`config.mk`:
```
export PLATFORM = sky130hd
export DESIGN_NAME = kws_preprocess_top
export DESIGN_NICKNAME = d
export VERILOG_FILES = /design/src/design/kws_pre_pkg.sv /design/src/design/kws_preprocess_top.sv /design/src/design/window_engine.sv /design/src/design/stream_fifo.sv /design/src/design/coef_ram.sv /design/src/design/pre_regs.sv /design/src/design/ahb_slave_port.sv
export SDC_FILE = /design/constraint.sdc
export NUM_CORES = 2
export LEC_CHECK = 0
export BUFFER_PORTS_ARGS = -buffer_cell sky130_fd_sc_hd__buf_2
export CAP_MARGIN = 20
export CORE_MARGIN = 4
export CORE_UTILIZATION = 55
export CTS_BUF_LIST = sky130_fd_sc_hd__clkbuf_4
export CTS_CLUSTER_SIZE = 8
export DETAILED_ROUTE_END_ITERATION = 16
export HOLD_SLACK_MARGIN = 0.08
export PLACE_DENSITY = 0.75
export SLEW_MARGIN = 30
export SYNTH_ARGS = -nofsm -noshare
export SYNTH_HDL_FRONTEND = slang
export SYNTH_SLANG_ARGS = --single-unit
```
`constraint.sdc`:
```
create_clock -name hclk0 -period 23.8 [get_ports hclk0]
set_clock_uncertainty 0.05 [all_clocks]
set_input_delay 4.76 -clock hclk0 [delete_from_list [all_inputs] [get_ports hclk0]]
set_output_delay 4.76 -clock hclk0 [all_outputs]
set_load 0.005 [all_outputs]
```
`src/design/kws_pre_pkg.sv`:
```
// KWS front end shared definitions
package kws_pre_pkg;

  ////////////////////////////// widths and sizes
  typedef logic [31:0]        word_t;         // bus word
  typedef logic signed [15:0] sample_t;       // audio sample, coefficient and result value
  typedef logic [11:0]        addr_t;         // byte offset inside the slave

  localparam int unsigned n_coef     = 64;    // cosine table entries
  localparam int unsigned coef_idx_w = 6;
  localparam int unsigned fifo_depth = 8;     // entries per queue
  localparam int unsigned fifo_ptr_w = 3;     // depth is a power of two
  localparam int unsigned count_w    = 4;     // holds 0..fifo_depth
  localparam int unsigned shift_w    = 4;

  typedef logic [coef_idx_w-1:0] coef_idx_t;
  typedef logic [count_w-1:0]    count_t;

  ////////////////////////////// AHB transfer types
  localparam logic [1:0] htrans_nonseq = 2'b10;
  localparam logic [1:0] htrans_seq    = 2'b11;

  ////////////////////////////// address map
  localparam addr_t ctrl_addr   = 12'h000;
  localparam addr_t status_addr = 12'h004;
  localparam addr_t data_addr   = 12'h008;    // sample push
  localparam addr_t result_addr = 12'h00C;    // result read with pop
  localparam addr_t coef_base   = 12'h100;    // one word per table entry

  // control fields
  localparam int unsigned ctrl_enable_bit = 0;
  localparam int unsigned ctrl_clear_bit  = 1;   // write one to clear overflow
  localparam int unsigned ctrl_shift_lsb  = 4;
  localparam int unsigned ctrl_len_lsb    = 16;  // frame length minus one

  // status and result fields
  localparam int unsigned status_in_lsb    = 0;
  localparam int unsigned status_out_lsb   = 8;
  localparam int unsigned status_ovf_bit   = 16;
  localparam int unsigned result_valid_bit = 31;
  localparam int unsigned result_last_bit  = 30;

  ////////////////////////////// structs
  typedef struct packed {
    logic       hsel;
    addr_t      haddr;
    logic [1:0] htrans;
    logic       hwrite;
    word_t      hwdata;
    logic       hready_in;
  } ahb_req_t;

  typedef struct packed {
    logic  strobe;   // one cycle per accepted transfer
    logic  write;
    addr_t addr;
    word_t wdata;
  } reg_acc_t;

  typedef struct packed {
    logic      strobe;
    coef_idx_t index;
    sample_t   value;
  } coef_wr_t;

  typedef struct packed {
    logic               enable;
    logic [shift_w-1:0] shift;
    coef_idx_t          frame_len;
  } pre_cfg_t;

  typedef struct packed {
    sample_t value;
    logic    last;   // frame end marker
  } result_t;

endpackage
```
`src/design/kws_preprocess_top.sv`:
```
// KWS preprocessing front end top level
`timescale 1ns/100ps

module kws_preprocess_top (
  input  logic                  hclk0,
  input  logic                  hrst_b0,
  input  kws_pre_pkg::ahb_req_t ahb_req,
  output kws_pre_pkg::word_t    hrdata
);

  kws_pre_pkg::reg_acc_t  reg_acc;       // decoded bus access
  kws_pre_pkg::pre_cfg_t  cfg;
  kws_pre_pkg::coef_wr_t  coef_wr;
  logic                   sample_push;
  kws_pre_pkg::sample_t   sample_data;
  logic                   in_full;
  logic                   in_empty;
  kws_pre_pkg::count_t    in_count;
  logic                   in_pop;
  kws_pre_pkg::sample_t   in_data;       // input queue head
  kws_pre_pkg::coef_idx_t coef_index;
  kws_pre_pkg::sample_t   coef_value;
  logic                   out_push;
  kws_pre_pkg::result_t   out_data;
  logic                   result_pop;
  kws_pre_pkg::result_t   result;        // output queue head
  kws_pre_pkg::count_t    out_count;
  logic                   out_empty;

  ////////////////////////////// bus side
  ahb_slave_port u_port (
    .hclk0   (hclk0),
    .hrst_b0 (hrst_b0),
    .ahb_req (ahb_req),
    .reg_acc (reg_acc)
  );

  pre_regs u_regs (
    .hclk0       (hclk0),
    .hrst_b0     (hrst_b0),
    .reg_acc     (reg_acc),
    .hrdata      (hrdata),
    .cfg         (cfg),
    .coef_wr     (coef_wr),
    .sample_push (sample_push),
    .sample_data (sample_data),
    .in_full     (in_full),
    .in_count    (in_count),
    .result_pop  (result_pop),
    .result      (result),
    .out_count   (out_count),
    .out_empty   (out_empty)
  );

  coef_ram u_coef (
    .hclk0    (hclk0),
    .coef_wr  (coef_wr),
    .rd_index (coef_index),
    .rd_value (coef_value)
  );

  ////////////////////////////// streaming path
  stream_fifo #(.payload_t(kws_pre_pkg::sample_t)) u_in_fifo (
    .hclk0     (hclk0),
    .hrst_b0   (hrst_b0),
    .push      (sample_push),
    .push_data (sample_data),
    .pop       (in_pop),
    .pop_data  (in_data),
    .full      (in_full),
    .empty     (in_empty),
    .count     (in_count)
  );

  window_engine u_engine (
    .hclk0      (hclk0),
    .hrst_b0    (hrst_b0),
    .cfg        (cfg),
    .in_data    (in_data),
    .in_empty   (in_empty),
    .in_pop     (in_pop),
    .coef_index (coef_index),
    .coef_value (coef_value),
    .out_count  (out_count),
    .out_push   (out_push),
    .out_data   (out_data)
  );

  // engine reserves space itself, full flag not needed here
  stream_fifo #(.payload_t(kws_pre_pkg::result_t)) u_out_fifo (
    .hclk0     (hclk0),
    .hrst_b0   (hrst_b0),
    .push      (out_push),
    .push_data (out_data),
    .pop       (result_pop),
    .pop_data  (result),
    .full      (),
    .empty     (out_empty),
    .count     (out_count)
  );

endmodule

```
`src/design/window_engine.sv`:
```
// Window multiply, shift and saturate pipeline
`timescale 1ns/100ps

module window_engine (
  input  logic                   hclk0,
  input  logic                   hrst_b0,
  input  kws_pre_pkg::pre_cfg_t  cfg,
  input  kws_pre_pkg::sample_t   in_data,
  input  logic                   in_empty,
  output logic                   in_pop,
  output kws_pre_pkg::coef_idx_t coef_index,
  input  kws_pre_pkg::sample_t   coef_value,
  input  kws_pre_pkg::count_t    out_count,
  output logic                   out_push,
  output kws_pre_pkg::result_t   out_data
);

  kws_pre_pkg::coef_idx_t frame_idx;   // position inside the frame
  logic                   frame_end;
  logic [4:0]             occupancy;   // queued plus in flight
  logic                   s1_valid;
  kws_pre_pkg::sample_t   s1_sample;
  logic                   s1_last;
  logic signed [31:0]     product;
  logic signed [31:0]     shifted;
  kws_pre_pkg::sample_t   saturated;

  ////////////////////////////// stage one, pop and table lookup
  always_comb begin
    occupancy  = out_count + s1_valid + out_push;
    frame_end  = (frame_idx == cfg.frame_len);
    in_pop     = cfg.enable & ~in_empty &
                 (occupancy < 5'(kws_pre_pkg::fifo_depth));   // never stalls mid flight
    coef_index = frame_idx;                                   // table read lands with s1
  end

  always_ff @(posedge hclk0 or negedge hrst_b0) begin
    if (!hrst_b0) begin
      frame_idx <= '0;
      s1_valid  <= 1'b0;
    end else begin
      s1_valid <= in_pop;
      if (!cfg.enable) begin
        frame_idx <= '0;                                      // restart on disable
      end else if (in_pop) begin
        frame_idx <= frame_end ? '0 : frame_idx + 1'b1;
      end
    end
  end

  always_ff @(posedge hclk0) begin
    if (in_pop) begin
      s1_sample <= in_data;
      s1_last   <= frame_end;                                 // last position of the frame
    end
  end

  ////////////////////////////// stage two, multiply, shift, saturate
  always_comb begin
    product = s1_sample * coef_value;                         // full 32 bit product
    shifted = product >>> cfg.shift;                          // arithmetic
    if (shifted[31:15] == {17{shifted[31]}}) begin
      saturated = shifted[15:0];                              // fits in 16 bits
    end else if (shifted[31]) begin
      saturated = 16'sh8000;                                  // clamp negative
    end else begin
      saturated = 16'sh7FFF;                                  // clamp positive
    end
  end

  always_ff @(posedge hclk0 or negedge hrst_b0) begin
    if (!hrst_b0) begin
      out_push <= 1'b0;
    end else begin
      out_push <= s1_valid;                                   // two cycles after the pop
    end
  end

  always_ff @(posedge hclk0) begin
    if (s1_valid) begin
      out_data.value <= saturated;
      out_data.last  <= s1_last;
    end
  end

  // space was reserved at pop time, so the output queue always has room
  a_no_push_full: assert property (
    @(posedge hclk0) disable iff (!hrst_b0)
    out_push |-> (out_count < kws_pre_pkg::count_t'(kws_pre_pkg::fifo_depth))
  );

endmodule

```
`src/design/stream_fifo.sv`:
```
// Synchronous queue with fall-through head
`timescale 1ns/100ps

module stream_fifo #(
  parameter type payload_t = kws_pre_pkg::sample_t
) (
  input  logic                hclk0,
  input  logic                hrst_b0,
  input  logic                push,
  input  payload_t            push_data,
  input  logic                pop,
  output payload_t            pop_data,
  output logic                full,
  output logic                empty,
  output kws_pre_pkg::count_t count
);

  payload_t                             mem [kws_pre_pkg::fifo_depth];
  logic [kws_pre_pkg::fifo_ptr_w-1:0]   wr_ptr;      // wraps at depth
  logic [kws_pre_pkg::fifo_ptr_w-1:0]   rd_ptr;

  ////////////////////////////// pointers and fill level
  always_ff @(posedge hclk0 or negedge hrst_b0) begin
    if (!hrst_b0) begin
      wr_ptr <= '0;
      rd_ptr <= '0;
      count  <= '0;
    end else begin
      if (push) begin
        wr_ptr <= wr_ptr + 1'b1;
      end
      if (pop) begin
        rd_ptr <= rd_ptr + 1'b1;
      end
      case ({push, pop})
        2'b10:   count <= count + 1'b1;
        2'b01:   count <= count - 1'b1;
        default: count <= count;                      // both or neither
      endcase
    end
  end

  ////////////////////////////// storage
  always_ff @(posedge hclk0) begin
    if (push) begin
      mem[wr_ptr] <= push_data;
    end
  end

  always_comb begin
    pop_data = mem[rd_ptr];                           // head visible without a pop
    full     = (count == kws_pre_pkg::count_t'(kws_pre_pkg::fifo_depth));
    empty    = (count == '0);
  end

  // producers and consumers must check the flags first
  a_no_overrun: assert property (
    @(posedge hclk0) disable iff (!hrst_b0)
    push |-> !full
  );

  a_no_underrun: assert property (
    @(posedge hclk0) disable iff (!hrst_b0)
    pop |-> !empty
  );

endmodule

```
`src/design/coef_ram.sv`:
```
// Cosine coefficient table
`timescale 1ns/100ps

module coef_ram (
  input  logic                   hclk0,
  input  kws_pre_pkg::coef_wr_t  coef_wr,
  input  kws_pre_pkg::coef_idx_t rd_index,
  output kws_pre_pkg::sample_t   rd_value
);

  ////////////////////////////// storage
  // one 16 bit coefficient per frame position
  kws_pre_pkg::sample_t mem [kws_pre_pkg::n_coef];

  // bus side write port
  always_ff @(posedge hclk0) begin
    if (coef_wr.strobe) begin
      mem[coef_wr.index] <= coef_wr.value;           // low half of the bus word
    end
  end

  ////////////////////////////// engine side read
  // registered read, value appears the cycle after the index,
  // which lines it up with the popped sample in the engine
  always_ff @(posedge hclk0) begin
    rd_value <= mem[rd_index];                       // read every cycle
  end

endmodule

```
`src/design/pre_regs.sv`:
```
// Control and status register block
`timescale 1ns/100ps

module pre_regs (
  input  logic                  hclk0,
  input  logic                  hrst_b0,
  input  kws_pre_pkg::reg_acc_t reg_acc,
  output kws_pre_pkg::word_t    hrdata,
  output kws_pre_pkg::pre_cfg_t cfg,
  output kws_pre_pkg::coef_wr_t coef_wr,
  output logic                  sample_push,
  output kws_pre_pkg::sample_t  sample_data,
  input  logic                  in_full,
  input  kws_pre_pkg::count_t   in_count,
  output logic                  result_pop,
  input  kws_pre_pkg::result_t  result,
  input  kws_pre_pkg::count_t   out_count,
  input  logic                  out_empty
);

  logic               wr_acc;        // write strobe
  logic               rd_acc;        // read strobe
  logic               ctrl_wr;
  logic               data_wr;
  logic               coef_sel;      // offset inside the table window
  logic               overflow_q;    // sticky, sample lost at full queue
  kws_pre_pkg::word_t ctrl_word;
  kws_pre_pkg::word_t status_word;
  kws_pre_pkg::word_t result_word;

  ////////////////////////////// decode
  always_comb begin
    wr_acc   = reg_acc.strobe & reg_acc.write;
    rd_acc   = reg_acc.strobe & ~reg_acc.write;
    ctrl_wr  = wr_acc & (reg_acc.addr == kws_pre_pkg::ctrl_addr);
    data_wr  = wr_acc & (reg_acc.addr == kws_pre_pkg::data_addr);
    coef_sel = (reg_acc.addr[11:8] == kws_pre_pkg::coef_base[11:8]);   // 0x100..0x1FC

    coef_wr.strobe = wr_acc & coef_sel;
    coef_wr.index  = reg_acc.addr[7:2];                    // word index
    coef_wr.value  = reg_acc.wdata[15:0];

    sample_push = data_wr & ~in_full;                      // dropped when full
    sample_data = reg_acc.wdata[15:0];

    result_pop  = rd_acc & (reg_acc.addr == kws_pre_pkg::result_addr) & ~out_empty;
  end

  ////////////////////////////// control and overflow
  always_ff @(posedge hclk0 or negedge hrst_b0) begin
    if (!hrst_b0) begin
      cfg        <= '0;
      overflow_q <= 1'b0;
    end else begin
      if (ctrl_wr) begin
        cfg.enable    <= reg_acc.wdata[kws_pre_pkg::ctrl_enable_bit];
        cfg.shift     <= reg_acc.wdata[kws_pre_pkg::ctrl_shift_lsb +: kws_pre_pkg::shift_w];
        cfg.frame_len <= reg_acc.wdata[kws_pre_pkg::ctrl_len_lsb +: kws_pre_pkg::coef_idx_w];
      end
      if (data_wr && in_full) begin
        overflow_q <= 1'b1;
      end else if (ctrl_wr && reg_acc.wdata[kws_pre_pkg::ctrl_clear_bit]) begin
        overflow_q <= 1'b0;                                // clear bit is not stored
      end
    end
  end

  ////////////////////////////// read words
  always_comb begin
    ctrl_word = '0;
    ctrl_word[kws_pre_pkg::ctrl_enable_bit] = cfg.enable;
    ctrl_word[kws_pre_pkg::ctrl_shift_lsb +: kws_pre_pkg::shift_w] = cfg.shift;
    ctrl_word[kws_pre_pkg::ctrl_len_lsb +: kws_pre_pkg::coef_idx_w] = cfg.frame_len;

    status_word = '0;
    status_word[kws_pre_pkg::status_in_lsb +: kws_pre_pkg::count_w]  = in_count;
    status_word[kws_pre_pkg::status_out_lsb +: kws_pre_pkg::count_w] = out_count;
    status_word[kws_pre_pkg::status_ovf_bit] = overflow_q;

    result_word = '0;                                      // empty queue reads as invalid
    if (!out_empty) begin
      result_word[kws_pre_pkg::result_valid_bit] = 1'b1;
      result_word[kws_pre_pkg::result_last_bit]  = result.last;
      result_word[kws_pre_pkg::result_last_bit-1:0] =
        {{(kws_pre_pkg::result_last_bit - 16){result.value[15]}}, result.value};   // sign extend
    end
  end

  // read data registered on the strobe, valid one cycle later
  always_ff @(posedge hclk0) begin
    if (rd_acc) begin
      case (reg_acc.addr)
        kws_pre_pkg::ctrl_addr:   hrdata <= ctrl_word;
        kws_pre_pkg::status_addr: hrdata <= status_word;
        kws_pre_pkg::result_addr: hrdata <= result_word;   // head of queue, popped now
        default:                  hrdata <= '0;            // table is write only
      endcase
    end
  end

endmodule

```
`src/design/ahb_slave_port.sv`:
```
// AHB-lite slave port
`timescale 1ns/100ps

module ahb_slave_port (
  input  logic                  hclk0,
  input  logic                  hrst_b0,
  input  kws_pre_pkg::ahb_req_t ahb_req,
  output kws_pre_pkg::reg_acc_t reg_acc
);

  logic               accept;       // address phase taken this cycle
  logic               dphase_q;     // data phase pending
  logic               write_q;
  kws_pre_pkg::addr_t addr_q;

  ////////////////////////////// address phase
  always_comb begin
    accept = ahb_req.hsel & ahb_req.hready_in &
             ((ahb_req.htrans == kws_pre_pkg::htrans_nonseq) |
              (ahb_req.htrans == kws_pre_pkg::htrans_seq));   // idle and busy ignored
  end

  always_ff @(posedge hclk0 or negedge hrst_b0) begin
    if (!hrst_b0) begin
      dphase_q <= 1'b0;
    end else begin
      dphase_q <= accept;                                   // back to back keeps it high
    end
  end

  always_ff @(posedge hclk0) begin
    if (accept) begin
      write_q <= ahb_req.hwrite;                            // qualifiers held for data phase
      addr_q  <= ahb_req.haddr;
    end
  end

  ////////////////////////////// data phase strobe
  always_comb begin
    reg_acc.strobe = dphase_q;
    reg_acc.write  = write_q;
    reg_acc.addr   = addr_q;
    reg_acc.wdata  = ahb_req.hwdata;                        // write data live from the bus
  end

  // a lone transfer never gives a strobe longer than one cycle
  a_strobe_single: assert property (
    @(posedge hclk0) disable iff (!hrst_b0)
    (accept ##1 !accept) |=> !reg_acc.strobe
  );

endmodule

```
==> out/results.tsv <==
stage	metric	value	unit
logic_synthesis	Seq/Total Area, Yosys	64.0	%
sta	Finish-stage setup viols	0	
sta	max frequency	105	MHz
finish	fraction of layout cells with a size suffix above 1	29.2	%
critical_path	kind of critical path	reg2reg	
floorplanning	Core ar.	0.119	mm2
logic_synthesis	post-synth top area share	61.9	%
clock_tree	CTS tree	done	
finish	Finished Cell Area	0.0727	mm2
critical_path	crit path DAT	10.30	ns
hold_path	hold depth	0	
grt	pin count of the biggest net entering global routing	113	
logic_synthesis	most common flop cell mapped by yosys	edfxtp_1	
sta	Max-slew headroom	34.5	%
logic_synthesis	Post-synth EDFFs	1359	
clock_tree	CTS clk-pin slew, worst paths	0.07	ns
logic_synthesis	synthesized area	0.0659	mm2
finish	area added between synthesis and finish	10.4	%
floorplanning	IO Count	83	
logic_synthesis	syn_nets	4067	
critical_path	crit path launch type	register	
pwr	leak pwr	24.5	nW
clock_tree	root buffer cell	clkbuf_4	
sta	worst slew pin tran	0.983	ns
routing	initial drt markers	3379	
floorplanning	Die Area	0.125	mm2
logic_synthesis	Synth async-reset ratio	2.90	%
place	Routability Congestion	0.858	
hold_path	Hold Path Class	reg2reg	
sta	RSZ-0062 raised after global routing	no	
critical_path	Req. time, crit path	24.54	ns
clock_tree	worst skew pair latency	1.18	ns
logic_synthesis	syn avg cell area	18.0	um2
routing	DRT Pass-1 Iters	5	
grt	first-pass GRT wire length	220000	um
critical_path	Crit Path Max Fanout	20	
place	Port Buffer Count	71	
grt	global route overflow	0	
routing	# DRC	0	
floorplanning	num rows	126	
sta	total negative slack	0	ns
place	placed cell areas	0.0685	mm2
logic_synthesis	post-synthesis instance total	3658	
hold_path	worst hold start	u_engine.s1_last$_DFFE_PP_	
clock_tree	CTS H-tree depth	5	
finish	Layout fillers	8476	
routing	Final ANT Viol Nets	0	
place	hpwl dp	89200	um
sta	fin worst setup slack	14.24	ns
clock_tree	number of CTS-inserted buffers	358	
pwr	PD cells	64.4	mW/mm2
clock_tree	post-CTS setup buffer count	0	
grt	antenna violations before repair	4	
hold_path	Hold EP	u_engine.out_data[0]$_DFFE_PP_	
finish	fin nets	4425	
pwr	Worst VDD drop	0.0000603	V
pwr	total power	0.00469	W
sta	clock period minus worst slack	9.56	ns
logic_synthesis	Seq cells post-synth	1416	
clock_tree	CTS-repair resized insts	0	
critical_path	R2R Setup Slk	14.24	ns
place	pre-CTS WS	14.23	ns
logic_synthesis	main area contributors after synthesis	edfxtp_1, mux4_2, fa_1	
job	max_cap viols	0	
clock_tree	CTS Buffer Depth	4	
floorplanning	die width	354	um
routing	drt wl/cell	24.2	um
grt	vias in the first global route	36698	
logic_synthesis	largest area contributor in the netlist	edfxtp_1	
critical_path	Reg-to-Reg Start	u_coef.rd_value[1]$_DFF_P_	
sta	final hold violations	0	
logic_synthesis	YS warnings	0	
clock_tree	hold buffers post-CTS	0	
finish	highest-count cells in the layout ignoring fill and taps	edfxtp_1, clkbuf_4, mux4_2	
routing	total routed wirelength	142000	um
routing	Vias/cell	5.95	
critical_path	Reg2Reg Depth	24	
sta	Final Max Tran Viols	0	
floorplanning	Die Y	354	um
floorplanning	initial core utilization	55.6	%
critical_path	crit end category	register	
finish	most common cell after layout, fill and taps aside	edfxtp_1	
status	status	complete, no violations	
clock_tree	Sinks on Clock Net	1416	
critical_path	reg-to-reg critical path endpoint	u_engine.out_data[1]$_DFFE_PP_	
routing	vias after detailed routing	34817	
logic_synthesis	post-synthesis cell type count	93	
grt	GRT Resource Usage Total	23.1	%
sta	Tcrit/Tclk final	40.2	%
## cells in the mapped netlist, types with 15 or more instances
cell type / number
nand4_1: 15
nor2_1: 135
nor3_1: 26
a21o_1: 16
dfxtp_1: 16
fa_1: 264
and2_1: 107
buf_1: 43
o21ai_0: 60
mux2_2: 42
dfrtp_1: 41
nand3_1: 28
edfxtp_1: 1359
mux2i_1: 50
xnor2_1: 34
a21oi_1: 51
clkbuf_1: 129
ha_1: 94
xor2_1: 18
mux4_2: 410
nand2_1: 225
nand2b_1: 18
inv_1: 254
## layer usage
metal,part of all wire (%),up-vias,wire [um],track usage (%)
met3,6.7,203,9500,3.66
met2,52,1411,73200,39.2
met4,2.2,0,3060,6.98
met5,0,-,0,0
met1,40,18159,56000,31.4
li1,-,15044,-,-
## power by group
| group | internal, W | switching (W) | leakage, nW |
|---|---|---|---|
| combinational | 0.00000667 | 0.0000388 | 9.07 |
| clock | 0.00101 | 0.000903 | 2.55 |
| sequential | 0.00272 | 0.00000163 | 12.9 |
## metrics by stage
step	hold slack, ns	instances	utilization [%]
after floorplan	0.350	3658	-
after global placement	0.352	5255	57.7
after detailed placement	0.359	5255	57.7
after CTS	0.373	5842	61.3
after global routing	0.380	5848	61.4
final	0.371	5850	61.4
## cells by family after synthesis
family,after synthesis,share of synthesized area [%]
DFF,1416,64.0
AOI/OAI and AO/OA,258,2.83
adders and majority gates,358,9.80
and+or+nand+nor,618,4.49
buffers and inverters,451,2.66
xor gates and xnor gates,53,0.716
muxes,504,15.5
## worst max-delay path, cell delays in order (launching register included)
cell and delay [ns]:
dfxtp_1 0.93, nand2_1 0.20, inv_1 0.18, fa_1 0.55, fa_1 0.48, inv_1 0.36
fa_1 0.52, fa_1 0.57, fa_1 0.44, fa_1 0.51, inv_1 0.04, ha_1 0.53
nand4_1 0.32, nor2_1 0.26, nand2_1 0.09, o21ai_2 0.22, a31oi_2 0.15, xor2_2 0.62
inv_2 0.33, a2111oi_2 0.34, a32oi_1 0.17, o41ai_1 0.38, o21ai_1 0.15, a21oi_4 0.49
mux2_2 0.43
## final cells by class
cell class                 instances  area [um2]  area share, %
sequential                      1416       42200           58.0
timing repair buffer             193        1310           1.80
tap                             1600        2000           2.75
clock inverter                    69         350          0.482
multi-input combinational       1791       22000           30.3
clock buffer                     518        3890           5.35
inverter                         256         961           1.32
antenna                            7        17.5         0.0241
## sequential cells by signal (all words and copies together), names as in the netlist, 3 cells and up
name                 cells
u_in_fifo.wr_ptr         3
u_out_fifo.count         4
u_coef.mem            1024
u_port.addr_q           12
u_out_fifo.wr_ptr        3
u_out_fifo.rd_ptr        3
u_in_fifo.count          4
u_engine.coef_index      6
u_engine.s1_sample      16
u_regs.cfg              11
u_in_fifo.rd_ptr         3
u_coef.rd_value         16
u_out_fifo.mem         136
u_in_fifo.mem          128
u_engine.out_data       17
u_regs.hrdata           24
## worst max-delay path by stage
stage	from	endpoint
after floorplan	u_engine.s1_sample[15]$_DFFE_PP_	u_engine.out_data[10]$_DFFE_PP_
after global placement	u_coef.rd_value[1]$_DFF_P_	u_engine.out_data[1]$_DFFE_PP_
after detailed placement	u_coef.rd_value[1]$_DFF_P_	u_engine.out_data[1]$_DFFE_PP_
after CTS	u_coef.rd_value[1]$_DFF_P_	u_engine.out_data[1]$_DFFE_PP_
after global routing	u_coef.rd_value[1]$_DFF_P_	u_engine.out_data[1]$_DFFE_PP_
final	u_coef.rd_value[1]$_DFF_P_	u_engine.out_data[1]$_DFFE_PP_
No activity file was read; power rests on OpenSTA's default activity.
